==> src/usiBus_settings.svh <==
/*
 Bus widths, slave lane count and block address map of the register bus.
 Include in every file that sizes bus signals or decodes block numbers.
*/
`ifndef USI_BUS_SETTINGS_SVH
`define USI_BUS_SETTINGS_SVH

// --------------------
// Bus widths
// --------------------
`define USI_ADRS_BIT 16
`define USI_DATA_BIT 32
// Upper address byte selects the block
`define USI_BLOCK_BIT 8

// One valid lane per slave, GPIO lane 0, PWM lane 1
`define USI_SLAVE_NUM 2

// --------------------
// Block address map
// --------------------
// Block 0 and numbers above PWM are reserved
`define GPIO_BLOCK_ID 8'h01
`define PWM_BLOCK_ID 8'h02

`endif

==> src/usiPkg.sv <==
/*
 Shared bus types for the register bus.
 Modules refer to these by scoped names, usiPkg::busDataT and so on.
*/
`include "usiBus_settings.svh"

package usiPkg;

	// --------------------
	// Bus words
	// --------------------
	// Block number in upper byte, register offset in lower byte
	typedef logic [`USI_ADRS_BIT-1:0] busAdrsT;

	// Write and read data word
	typedef logic [`USI_DATA_BIT-1:0] busDataT;

	// One-hot read valid, bit per slave lane
	typedef logic [`USI_SLAVE_NUM-1:0] busVdT;

	// --------------------
	// Register offset
	// --------------------
	// Lower address byte, decoded inside each slave
	typedef logic [`USI_ADRS_BIT-`USI_BLOCK_BIT-1:0] regOffsetT;

endpackage

==> src/UltraSimpleInterface.sv <==
/*
 Register bus interconnect between one master and the slave blocks.
 Master commands are registered and broadcast to every slave; the read data
 of the slave raising its valid lane is selected and registered back.
*/
`timescale 1ns/1ns
`include "usiBus_settings.svh"

module UltraSimpleInterface
(
	input  logic                                    sysClk,
	input  logic                                    rstN,
	// Master side
	input  usiPkg::busDataT                         musiWd,
	input  usiPkg::busAdrsT                         musiAdrs,
	input  logic                                    musiWCke,
	output usiPkg::busDataT                         musiRd,
	output usiPkg::busVdT                           musiVd,
	// Slave side
	output usiPkg::busDataT                         susiWd,
	output usiPkg::busAdrsT                         susiAdrs,
	output logic                                    susiWCke,
	input  usiPkg::busDataT [`USI_SLAVE_NUM-1:0]    susiRd,
	input  usiPkg::busVdT                           susiVd
);

	// Selected slave read data
	usiPkg::busDataT rdSel;

	// --------------------
	// Command broadcast
	// --------------------
	// Address and strobe go to every slave one cycle later
	always_ff @(posedge sysClk or negedge rstN)
	begin
		if (!rstN)
		begin
			susiAdrs <= '0;
			susiWCke <= 1'b0;
		end
		else
		begin
			susiAdrs <= musiAdrs;
			susiWCke <= musiWCke;
		end
	end

	// Write data, meaningful only with susiWCke
	always_ff @(posedge sysClk)
	begin
		susiWd <= musiWd;
	end

	// --------------------
	// Read return
	// --------------------
	// Slaves decode their own block, so at most one lane is valid
	// Data of lanes without valid is masked off
	always_comb
	begin
		rdSel = '0;
		for (int i = 0; i < `USI_SLAVE_NUM; i++)
		begin
			if (susiVd[i])
			begin
				rdSel = rdSel | susiRd[i];
			end
		end
	end

	// Valid vector is control state
	always_ff @(posedge sysClk or negedge rstN)
	begin
		if (!rstN)
		begin
			musiVd <= '0;
		end
		else
		begin
			musiVd <= susiVd;
		end
	end

	// Returned data word
	always_ff @(posedge sysClk)
	begin
		musiRd <= rdSel;
	end

endmodule

==> src/GpioBlock.sv <==
/*
 GPIO slave on the register bus: LED edge register and LED clock divider.
 Offset 0 holds the 2-bit LED edge value, offset 1 the 16-bit divider.
 Commands are registered on entry; writes and read answers follow a cycle later.
*/
`timescale 1ns/1ns
`include "usiBus_settings.svh"

module GpioBlock
(
	input  logic            sysClk,
	input  logic            rstN,
	input  usiPkg::busDataT susiWd,
	input  usiPkg::busAdrsT susiAdrs,
	input  logic            susiWCke,
	output usiPkg::busDataT susiRd,
	output logic            susiVd,
	output logic [1:0]      ledEdge,
	output logic            ledClk
);

	localparam usiPkg::regOffsetT ledEdgeOfs = 'd0;
	localparam usiPkg::regOffsetT ledDivOfs  = 'd1;

	// Decoded command stage
	logic              blockHit;
	logic              cmdRead;
	logic              cmdWrite;
	usiPkg::regOffsetT cmdOfs;
	usiPkg::busDataT   cmdWd;
	usiPkg::busDataT   rdNext;
	// Divider state
	logic [15:0]       ledDiv;
	logic [15:0]       divCnt;

	// --------------------
	// Command decode
	// --------------------
	assign blockHit = susiAdrs[`USI_ADRS_BIT-1 -: `USI_BLOCK_BIT] == `GPIO_BLOCK_ID;

	always_ff @(posedge sysClk or negedge rstN)
	begin
		if (!rstN)
		begin
			cmdRead  <= 1'b0;
			cmdWrite <= 1'b0;
		end
		else
		begin
			cmdRead  <= blockHit & ~susiWCke;
			cmdWrite <= blockHit & susiWCke;
		end
	end

	// Offset and data ride along with the strobes
	always_ff @(posedge sysClk)
	begin
		cmdOfs <= susiAdrs[`USI_ADRS_BIT-`USI_BLOCK_BIT-1:0];
		cmdWd  <= susiWd;
	end

	// --------------------
	// Registers and read
	// --------------------
	// Unimplemented offsets read as zero
	always_comb
	begin
		rdNext = '0;
		case (cmdOfs)
			ledEdgeOfs: rdNext[1:0]  = ledEdge;
			ledDivOfs:  rdNext[15:0] = ledDiv;
			default:    rdNext       = '0;
		endcase
	end

	always_ff @(posedge sysClk or negedge rstN)
	begin
		if (!rstN)
		begin
			ledEdge <= 2'd0;
			ledDiv  <= 16'd0;
			susiVd  <= 1'b0;
		end
		else
		begin
			susiVd <= cmdRead;
			if (cmdWrite && cmdOfs == ledEdgeOfs)
			begin
				ledEdge <= cmdWd[1:0];
			end
			if (cmdWrite && cmdOfs == ledDivOfs)
			begin
				ledDiv <= cmdWd[15:0];
			end
		end
	end

	always_ff @(posedge sysClk)
	begin
		susiRd <= rdNext;
	end

	// --------------------
	// LED clock divider
	// --------------------
	// Toggle every ledDiv+1 cycles
	always_ff @(posedge sysClk or negedge rstN)
	begin
		if (!rstN)
		begin
			divCnt <= 16'd0;
			ledClk <= 1'b0;
		end
		else if (divCnt >= ledDiv)
		begin
			// Also catches a divider lowered below the count
			divCnt <= 16'd0;
			ledClk <= ~ledClk;
		end
		else
		begin
			divCnt <= divCnt + 16'd1;
		end
	end

endmodule

==> src/PwmBlock.sv <==
/*
 PWM slave on the register bus, drives the backlight control output.
 Offset 0 holds the period, offset 1 the duty, both 16 bits.
 Output is high for duty cycles out of every period+1.
*/
`timescale 1ns/1ns
`include "usiBus_settings.svh"

module PwmBlock
(
	input  logic            sysClk,
	input  logic            rstN,
	input  usiPkg::busDataT susiWd,
	input  usiPkg::busAdrsT susiAdrs,
	input  logic            susiWCke,
	output usiPkg::busDataT susiRd,
	output logic            susiVd,
	output logic            pwm
);

	localparam usiPkg::regOffsetT periodOfs = 'd0;
	localparam usiPkg::regOffsetT dutyOfs   = 'd1;

	// Decoded command stage
	logic              blockHit;
	logic              cmdRead;
	logic              cmdWrite;
	usiPkg::regOffsetT cmdOfs;
	usiPkg::busDataT   cmdWd;
	usiPkg::busDataT   rdNext;
	// PWM state
	logic [15:0]       period;
	logic [15:0]       duty;
	logic [15:0]       pwmCnt;

	// --------------------
	// Command decode
	// --------------------
	assign blockHit = susiAdrs[`USI_ADRS_BIT-1 -: `USI_BLOCK_BIT] == `PWM_BLOCK_ID;

	always_ff @(posedge sysClk or negedge rstN)
	begin
		if (!rstN)
		begin
			cmdRead  <= 1'b0;
			cmdWrite <= 1'b0;
		end
		else
		begin
			cmdRead  <= blockHit & ~susiWCke;
			cmdWrite <= blockHit & susiWCke;
		end
	end

	always_ff @(posedge sysClk)
	begin
		cmdOfs <= susiAdrs[`USI_ADRS_BIT-`USI_BLOCK_BIT-1:0];
		cmdWd  <= susiWd;
	end

	// --------------------
	// Registers and read
	// --------------------
	always_comb
	begin
		rdNext = '0;
		case (cmdOfs)
			periodOfs: rdNext[15:0] = period;
			dutyOfs:   rdNext[15:0] = duty;
			default:   rdNext       = '0;
		endcase
	end

	always_ff @(posedge sysClk or negedge rstN)
	begin
		if (!rstN)
		begin
			period <= 16'd0;
			duty   <= 16'd0;
			susiVd <= 1'b0;
		end
		else
		begin
			susiVd <= cmdRead;
			if (cmdWrite && cmdOfs == periodOfs)
			begin
				period <= cmdWd[15:0];
			end
			if (cmdWrite && cmdOfs == dutyOfs)
			begin
				duty <= cmdWd[15:0];
			end
		end
	end

	always_ff @(posedge sysClk)
	begin
		susiRd <= rdNext;
	end

	// --------------------
	// Counter and compare
	// --------------------
	// Counts 0..period then wraps, duty above period keeps pwm high
	always_ff @(posedge sysClk or negedge rstN)
	begin
		if (!rstN)
		begin
			pwmCnt <= 16'd0;
			pwm    <= 1'b0;
		end
		else
		begin
			pwmCnt <= (pwmCnt >= period) ? 16'd0 : pwmCnt + 16'd1;
			pwm    <= pwmCnt < duty;
		end
	end

endmodule

==> src/Processer.sv <==
/*
 Top level of the peripheral subsystem.
 The external master port feeds the bus interconnect, which serves the GPIO
 slave on lane 0 and the PWM backlight slave on lane 1.
*/
`timescale 1ns/1ns
`include "usiBus_settings.svh"

module Processer
(
	input  logic            sysClk,
	input  logic            rstN,
	// Master port
	input  usiPkg::busDataT musiWd,
	input  usiPkg::busAdrsT musiAdrs,
	input  logic            musiWCke,
	output usiPkg::busDataT musiRd,
	output usiPkg::busVdT   musiVd,
	// LED
	output logic [1:0]      ledEdge,
	output logic            ledClk,
	// Backlight
	output logic            backLightControl
);

	// Broadcast command to all slaves
	usiPkg::busDataT susiWd;
	usiPkg::busAdrsT susiAdrs;
	logic            susiWCke;
	// Per-slave answers
	usiPkg::busDataT gpioRd;
	logic            gpioVd;
	usiPkg::busDataT pwmRd;
	logic            pwmVd;

	// --------------------
	// Bus interconnect
	// --------------------
	// Lane order fixed, PWM upper and GPIO lower
	UltraSimpleInterface usiBus (
		.sysClk   (sysClk),
		.rstN     (rstN),
		.musiWd   (musiWd),
		.musiAdrs (musiAdrs),
		.musiWCke (musiWCke),
		.musiRd   (musiRd),
		.musiVd   (musiVd),
		.susiWd   (susiWd),
		.susiAdrs (susiAdrs),
		.susiWCke (susiWCke),
		.susiRd   ({pwmRd, gpioRd}),
		.susiVd   ({pwmVd, gpioVd})
	);

	// --------------------
	// Slaves
	// --------------------
	GpioBlock gpioBlock (
		.sysClk   (sysClk),
		.rstN     (rstN),
		.susiWd   (susiWd),
		.susiAdrs (susiAdrs),
		.susiWCke (susiWCke),
		.susiRd   (gpioRd),
		.susiVd   (gpioVd),
		.ledEdge  (ledEdge),
		.ledClk   (ledClk)
	);

	PwmBlock pwmBlock (
		.sysClk   (sysClk),
		.rstN     (rstN),
		.susiWd   (susiWd),
		.susiAdrs (susiAdrs),
		.susiWCke (susiWCke),
		.susiRd   (pwmRd),
		.susiVd   (pwmVd),
		.pwm      (backLightControl)
	);

endmodule

==> config.mk <==
export PLATFORM = sky130hd
export DESIGN_NAME = Processer
export DESIGN_NICKNAME = d
export VERILOG_FILES = /design/src/usiPkg.sv /design/src/UltraSimpleInterface.sv /design/src/GpioBlock.sv /design/src/PwmBlock.sv /design/src/Processer.sv
export VERILOG_INCLUDE_DIRS = /design/src
export SDC_FILE = /design/constraint.sdc
export NUM_CORES = 1
export LEC_CHECK = 0
export BUFFER_PORTS_ARGS = -buffer_cell sky130_fd_sc_hd__buf_2
export CAP_MARGIN = 10
export CORE_MARGIN = 4
export CORE_UTILIZATION = 40
export DETAILED_ROUTE_END_ITERATION = 16
export GPL_TIMING_DRIVEN = 0
export PLACE_DENSITY = 0.58
export SETUP_SLACK_MARGIN = 0.2
export SLEW_MARGIN = 10
export SYNTH_ARGS = -nofsm -noshare
export SYNTH_HDL_FRONTEND = slang
export SYNTH_HIERARCHICAL = 1
export SYNTH_SLANG_ARGS = --single-unit
==> constraint.sdc <==
create_clock -name sysClk -period 5.42 [get_ports sysClk]
set_input_delay 0.271 -clock sysClk [delete_from_list [all_inputs] [get_ports sysClk]]
set_output_delay 0.271 -clock sysClk [all_outputs]
set_load 0.005 [all_outputs]
======== Yosys cells after proc, flatten, opt, wreduce, memory -nomap -nowiden ========
Index checks and enable logic that the tools add are counted.
storage, ports and cells
  flip-flop bits (word level) ............. 213
  input port bits ......................... 51
  output and inout port bits .............. 38
  logic and storage cells ................. 50
operators by class
  reductions and logical operators ........ 5
  order comparisons ....................... 3
  mux-type cells .......................... 6
  add/subtract/negate cells ............... 2
  equality and inequality tests ........... 3
  bitwise operators ....................... 7
operators by type and width
  cell                   count
  $mux 16                3
  $add 16x1->16 const B  2
  $ge 16x16->1           2
  $mux 32                1
  $or 32x16->32          1
  $pmux 16 s2            1
  $eq 8x1->1 const B     2
  $lt 16x16->1           1
  $eq 8x2->1 const B     1
  $logic_not 8->1        1
  $and 1x1->1            4
  $logic_and 1x1->1      4
  $pmux 2 s2             1
  $not 1->1              2

======== Longest topological paths before layout ========
  word-level depth ........................ 3
  gate-level depth with buffers ........... 9
  depth with buffers taken out ............ 7

======== By module ========
Netlist, hierarchy kept.
by module, submodules not included
  module                seq. area each (um2)  cells each  instances  area an instance (um2)
  PwmBlock              2102.0                338         1          3973.8
  GpioBlock             1751.7                256         1          2982.9
  UltraSimpleInterface  1756.7                121         1          2107.0

======== Least setup slack after synthesis ========
Ideal clock, no wire load.
  path type ............................... reg2reg
  start point ............................. register pwmBlock.pwmCnt[9]
  end point ............................... register pwmBlock.pwmCnt[10]
  data arrival time ....................... 1.978 ns
  setup time .............................. 0.121 ns
  clock period less this slack ............ 2.099 ns
  data required time ...................... 5.299 ns
  stages on the path, launching flop included .. 8
  buffers on the path ..................... 1
  setup slack ............................. 3.321 ns
  path through ............................ dfrtp_1 -> ha_1 -> nand4_1 -> or3_1 -> or4_1 -> nand3_1 -> buf_2 -> nor2_1
on the way
  cells in the longest elaborated chain, start to end .. 2
  elaborated cells on any way between the ends .. 3
  those cells by class .................... 1 x add/sub; 1 x order compare; 1 x mux
RTL lines
  element                                        line             RTL
  from (decl)                                    PwmBlock.sv:34   logic [15:0] pwmCnt;
  from (signal assigned)                         PwmBlock.sv:114  pwmCnt <= (pwmCnt >= period) ? 16'd0 : pwmCnt + 16'd1;
  $add 16x1->16 or $ge 16x16->1 (tied branches)  PwmBlock.sv:114
  $mux 16 (*)                                    PwmBlock.sv:114
Every way passes the cells marked *; elsewhere a longest branch is shown, timed or not.
A chain may end at the register's enable or synchronous reset.

======== Worst setup path in the final report ========
  start point ............................. register pwmBlock.pwmCnt[13]
  end point ............................... register pwmBlock.pwmCnt[9]
on the way
  cells in the longest elaborated chain, start to end .. 2
RTL lines
  element       line
  $ge 16x16->1  PwmBlock.sv:114
  $mux 16       PwmBlock.sv:114
Every way passes these cells.

==> metrics.md <==
| Metric | Value |
|---|---|
| Total power | 3640 uW |
| Core area | approximately 0.021 sq mm |
| CP required | a little under 6 ns |
| Post-place instance area | 0.00959 sq mm |
| Gr ovfl total | 0 |
| Rows | 53 |
| Final setup violation count | 0 |
| Chip width | 156 um |
| Final Critical Period | 2.52 ns |
| Total Routing Usage GR | 0.142 |
| Leakage dissipation | 0.00511 uW |
| Htree depth | 1 |
| Die extent in y | 156 um |
| Crit path max fanout | 10 |
| Clock transition at path regs | 0.06 ns |
| Cell count after synthesis | 699 |
| Pre-antenna DRT Iters | 4 |
| Number of global-route vias before repair | 5423 |
| Pre-CTS worst setup slack | 2.92 ns |
| Commonest non-fill, non-tap cell in the layout | dfxtp_1 |
| CTS tree | done |
| Crit. End Element | register |
| Antenna diodes | 0 |
| First-pass GRT wire length | roughly 28000 um |
| Skew final | 0.0173 ns |
| Status | finished, final reports clean |
| Hold Path Class | in -> async |
| Fraction of layout cells with a size suffix above 1 | 0.249 |
| Seq. cell area | 0.00529 sq mm |
| Ys Warns | 6 |
| Nets | 963 |
| Fin Setup TNS | 0 ns |
| Reg with most FFs | usiBus/musiRd |
| Wire length per cell | ~14 um |
| PortBufs | ~70 |
| Final WS setup | between 2 and 3 ns |
| Largest net degree at the start of global routing | 65 |
| Setup Buffers After CTS | 0 |
| CTS Buf Count | 25 |
| Critical path arrival | 2.91 ns |
| Syn Std Cell Area | 0.00874 sq mm |
| FMAX | roughly 400 MHz |
| Worst vdd rail ir drop | ~0.00037 V |
| Startpoint types | register |
| Die ar. | 0.0243 sq mm |
| Post-route cell area | 0.0108 sq mm |
| Worst setup path class | reg -> reg |
| Area Growth Syn to Fin | 23.5% |
| Rel. slew slack | 0.580 |
| Vias | 5252 |
| HPWL after DPL | roughly 12000 um |
| Area of the multi-input gates | 0.00297 sq mm |
| Io pins | 89 |
| Sink Count | 237 |
| Avg Cell Area, Syn | 12.5 sq um |
| DR iter-0 viols | 182 |
| Post-cts resize count | 0 |
| Root Buffer | clkbuf_16 |
| Starting density of the core | 0.411 |
| Worst Tran Pin Value | 0.626 ns |
| DRC | 0 |
| Routability cong. | 0.733 |
| Clk buf depth | 3 |
| Skew-Pair Late Insertion Delay | 0.52 ns |
| Antenna Nets Post-Route | 0 |
| DR vias/cell | 4.54 |
| Max Cap Viol | 0 |
| Final Hold Fails | 0 |
| Initial antenna violation count | 0 |
| Fillers | 1875 |
| # hold bufs at CTS | 34 |
| Ratio of final minimum period to clock period | 0.466 |
| Final wirelength | 16700 um |
| Max FFs per register | 32 |
| Most frequent cells in the layout | dfxtp_1, dfrtp_1, buf_2 |
| RSZ-0062 raised after global routing | no |
| Fin. max-slew vios | 0 |
| PD cells | 337 mW/mm^2 |
==> cell type report <==
class	instances	share of cell area
Buffer	49	0.0366
Tap cell	275	0.0319
Clock buffer	32	0.0642
Timing Repair Buffer	107	0.0680
Multi-Input combinational cell	389	0.275
Sequential cell	237	0.490
Inverter	54	0.0188
Clock inverter	14	0.0155
==> power by group <==
part / leakage [uW] / total [uW] / switching, uW / internal (uW)
registers: 0.00253 / 1810 / 17.1 / 1790
logic: 0.00215 / 78.9 / 33.4 / 45.5
clock network: 0.000424 / 1750 / 695 / 1060
==> worst paths after layout <==
| check | startpoint | endpoint | slack (ns) | depth (start not counted) |
|---|---|---|---|---|
| max in group asynchronous | rstN | pwmBlock/pwmCnt[9] | 4.47 | 3 |
| setup / recovery | pwmBlock/pwmCnt[13] | pwmBlock/pwmCnt[9] | 2.90 | 7 |
| setup reg to reg | pwmBlock/pwmCnt[13] | pwmBlock/pwmCnt[9] | 2.90 | 7 |
| hold / removal | rstN | usiBus/susiAdrs[14] | 0.24 | 2 |
| min in group sysClk | usiBus/susiWd[4] | gpioBlock/cmdWd[4] | 0.35 | 0 |
| hold reg to reg | usiBus/susiWd[4] | gpioBlock/cmdWd[4] | 0.35 | 0 |
==> metal layers <==
| layer | GRT usage | share of wire | vias to the layer above |
|---|---|---|---|
| met1 | 0.195 | 0.49 | 2457 |
| met3 | 0.0269 | 0.042 | 29 |
| met4 | 0.0375 | 0.024 | 0 |
| met5 | 0 | 0 | - |
| met2 | 0.231 | 0.44 | 93 |
| li1 | - | - | 2673 |
==> critical path: stages (launching register included) <==
cell	delay, ns
dfrtp_1	0.45
ha_1	0.32
nand4_1	0.18
or3_1	0.40
or4_1	0.41
nand3_1	0.28
buf_2	0.29
nor2_1	0.07
==> stage by stage <==
| step | std cells | hold WS [ns] | utilization |
|---|---|---|---|
| after floorplan | 729 | -0.0246 | - |
| after global placement | 1076 | 0.334 | 0.449 |
| after detailed placement | 1077 | 0.232 | 0.451 |
| after CTS | 1157 | 0.240 | 0.507 |
| after global routing | 1157 | 0.269 | 0.507 |
| final | 1157 | 0.241 | 0.507 |
Power figures use the tool's default switching activity.
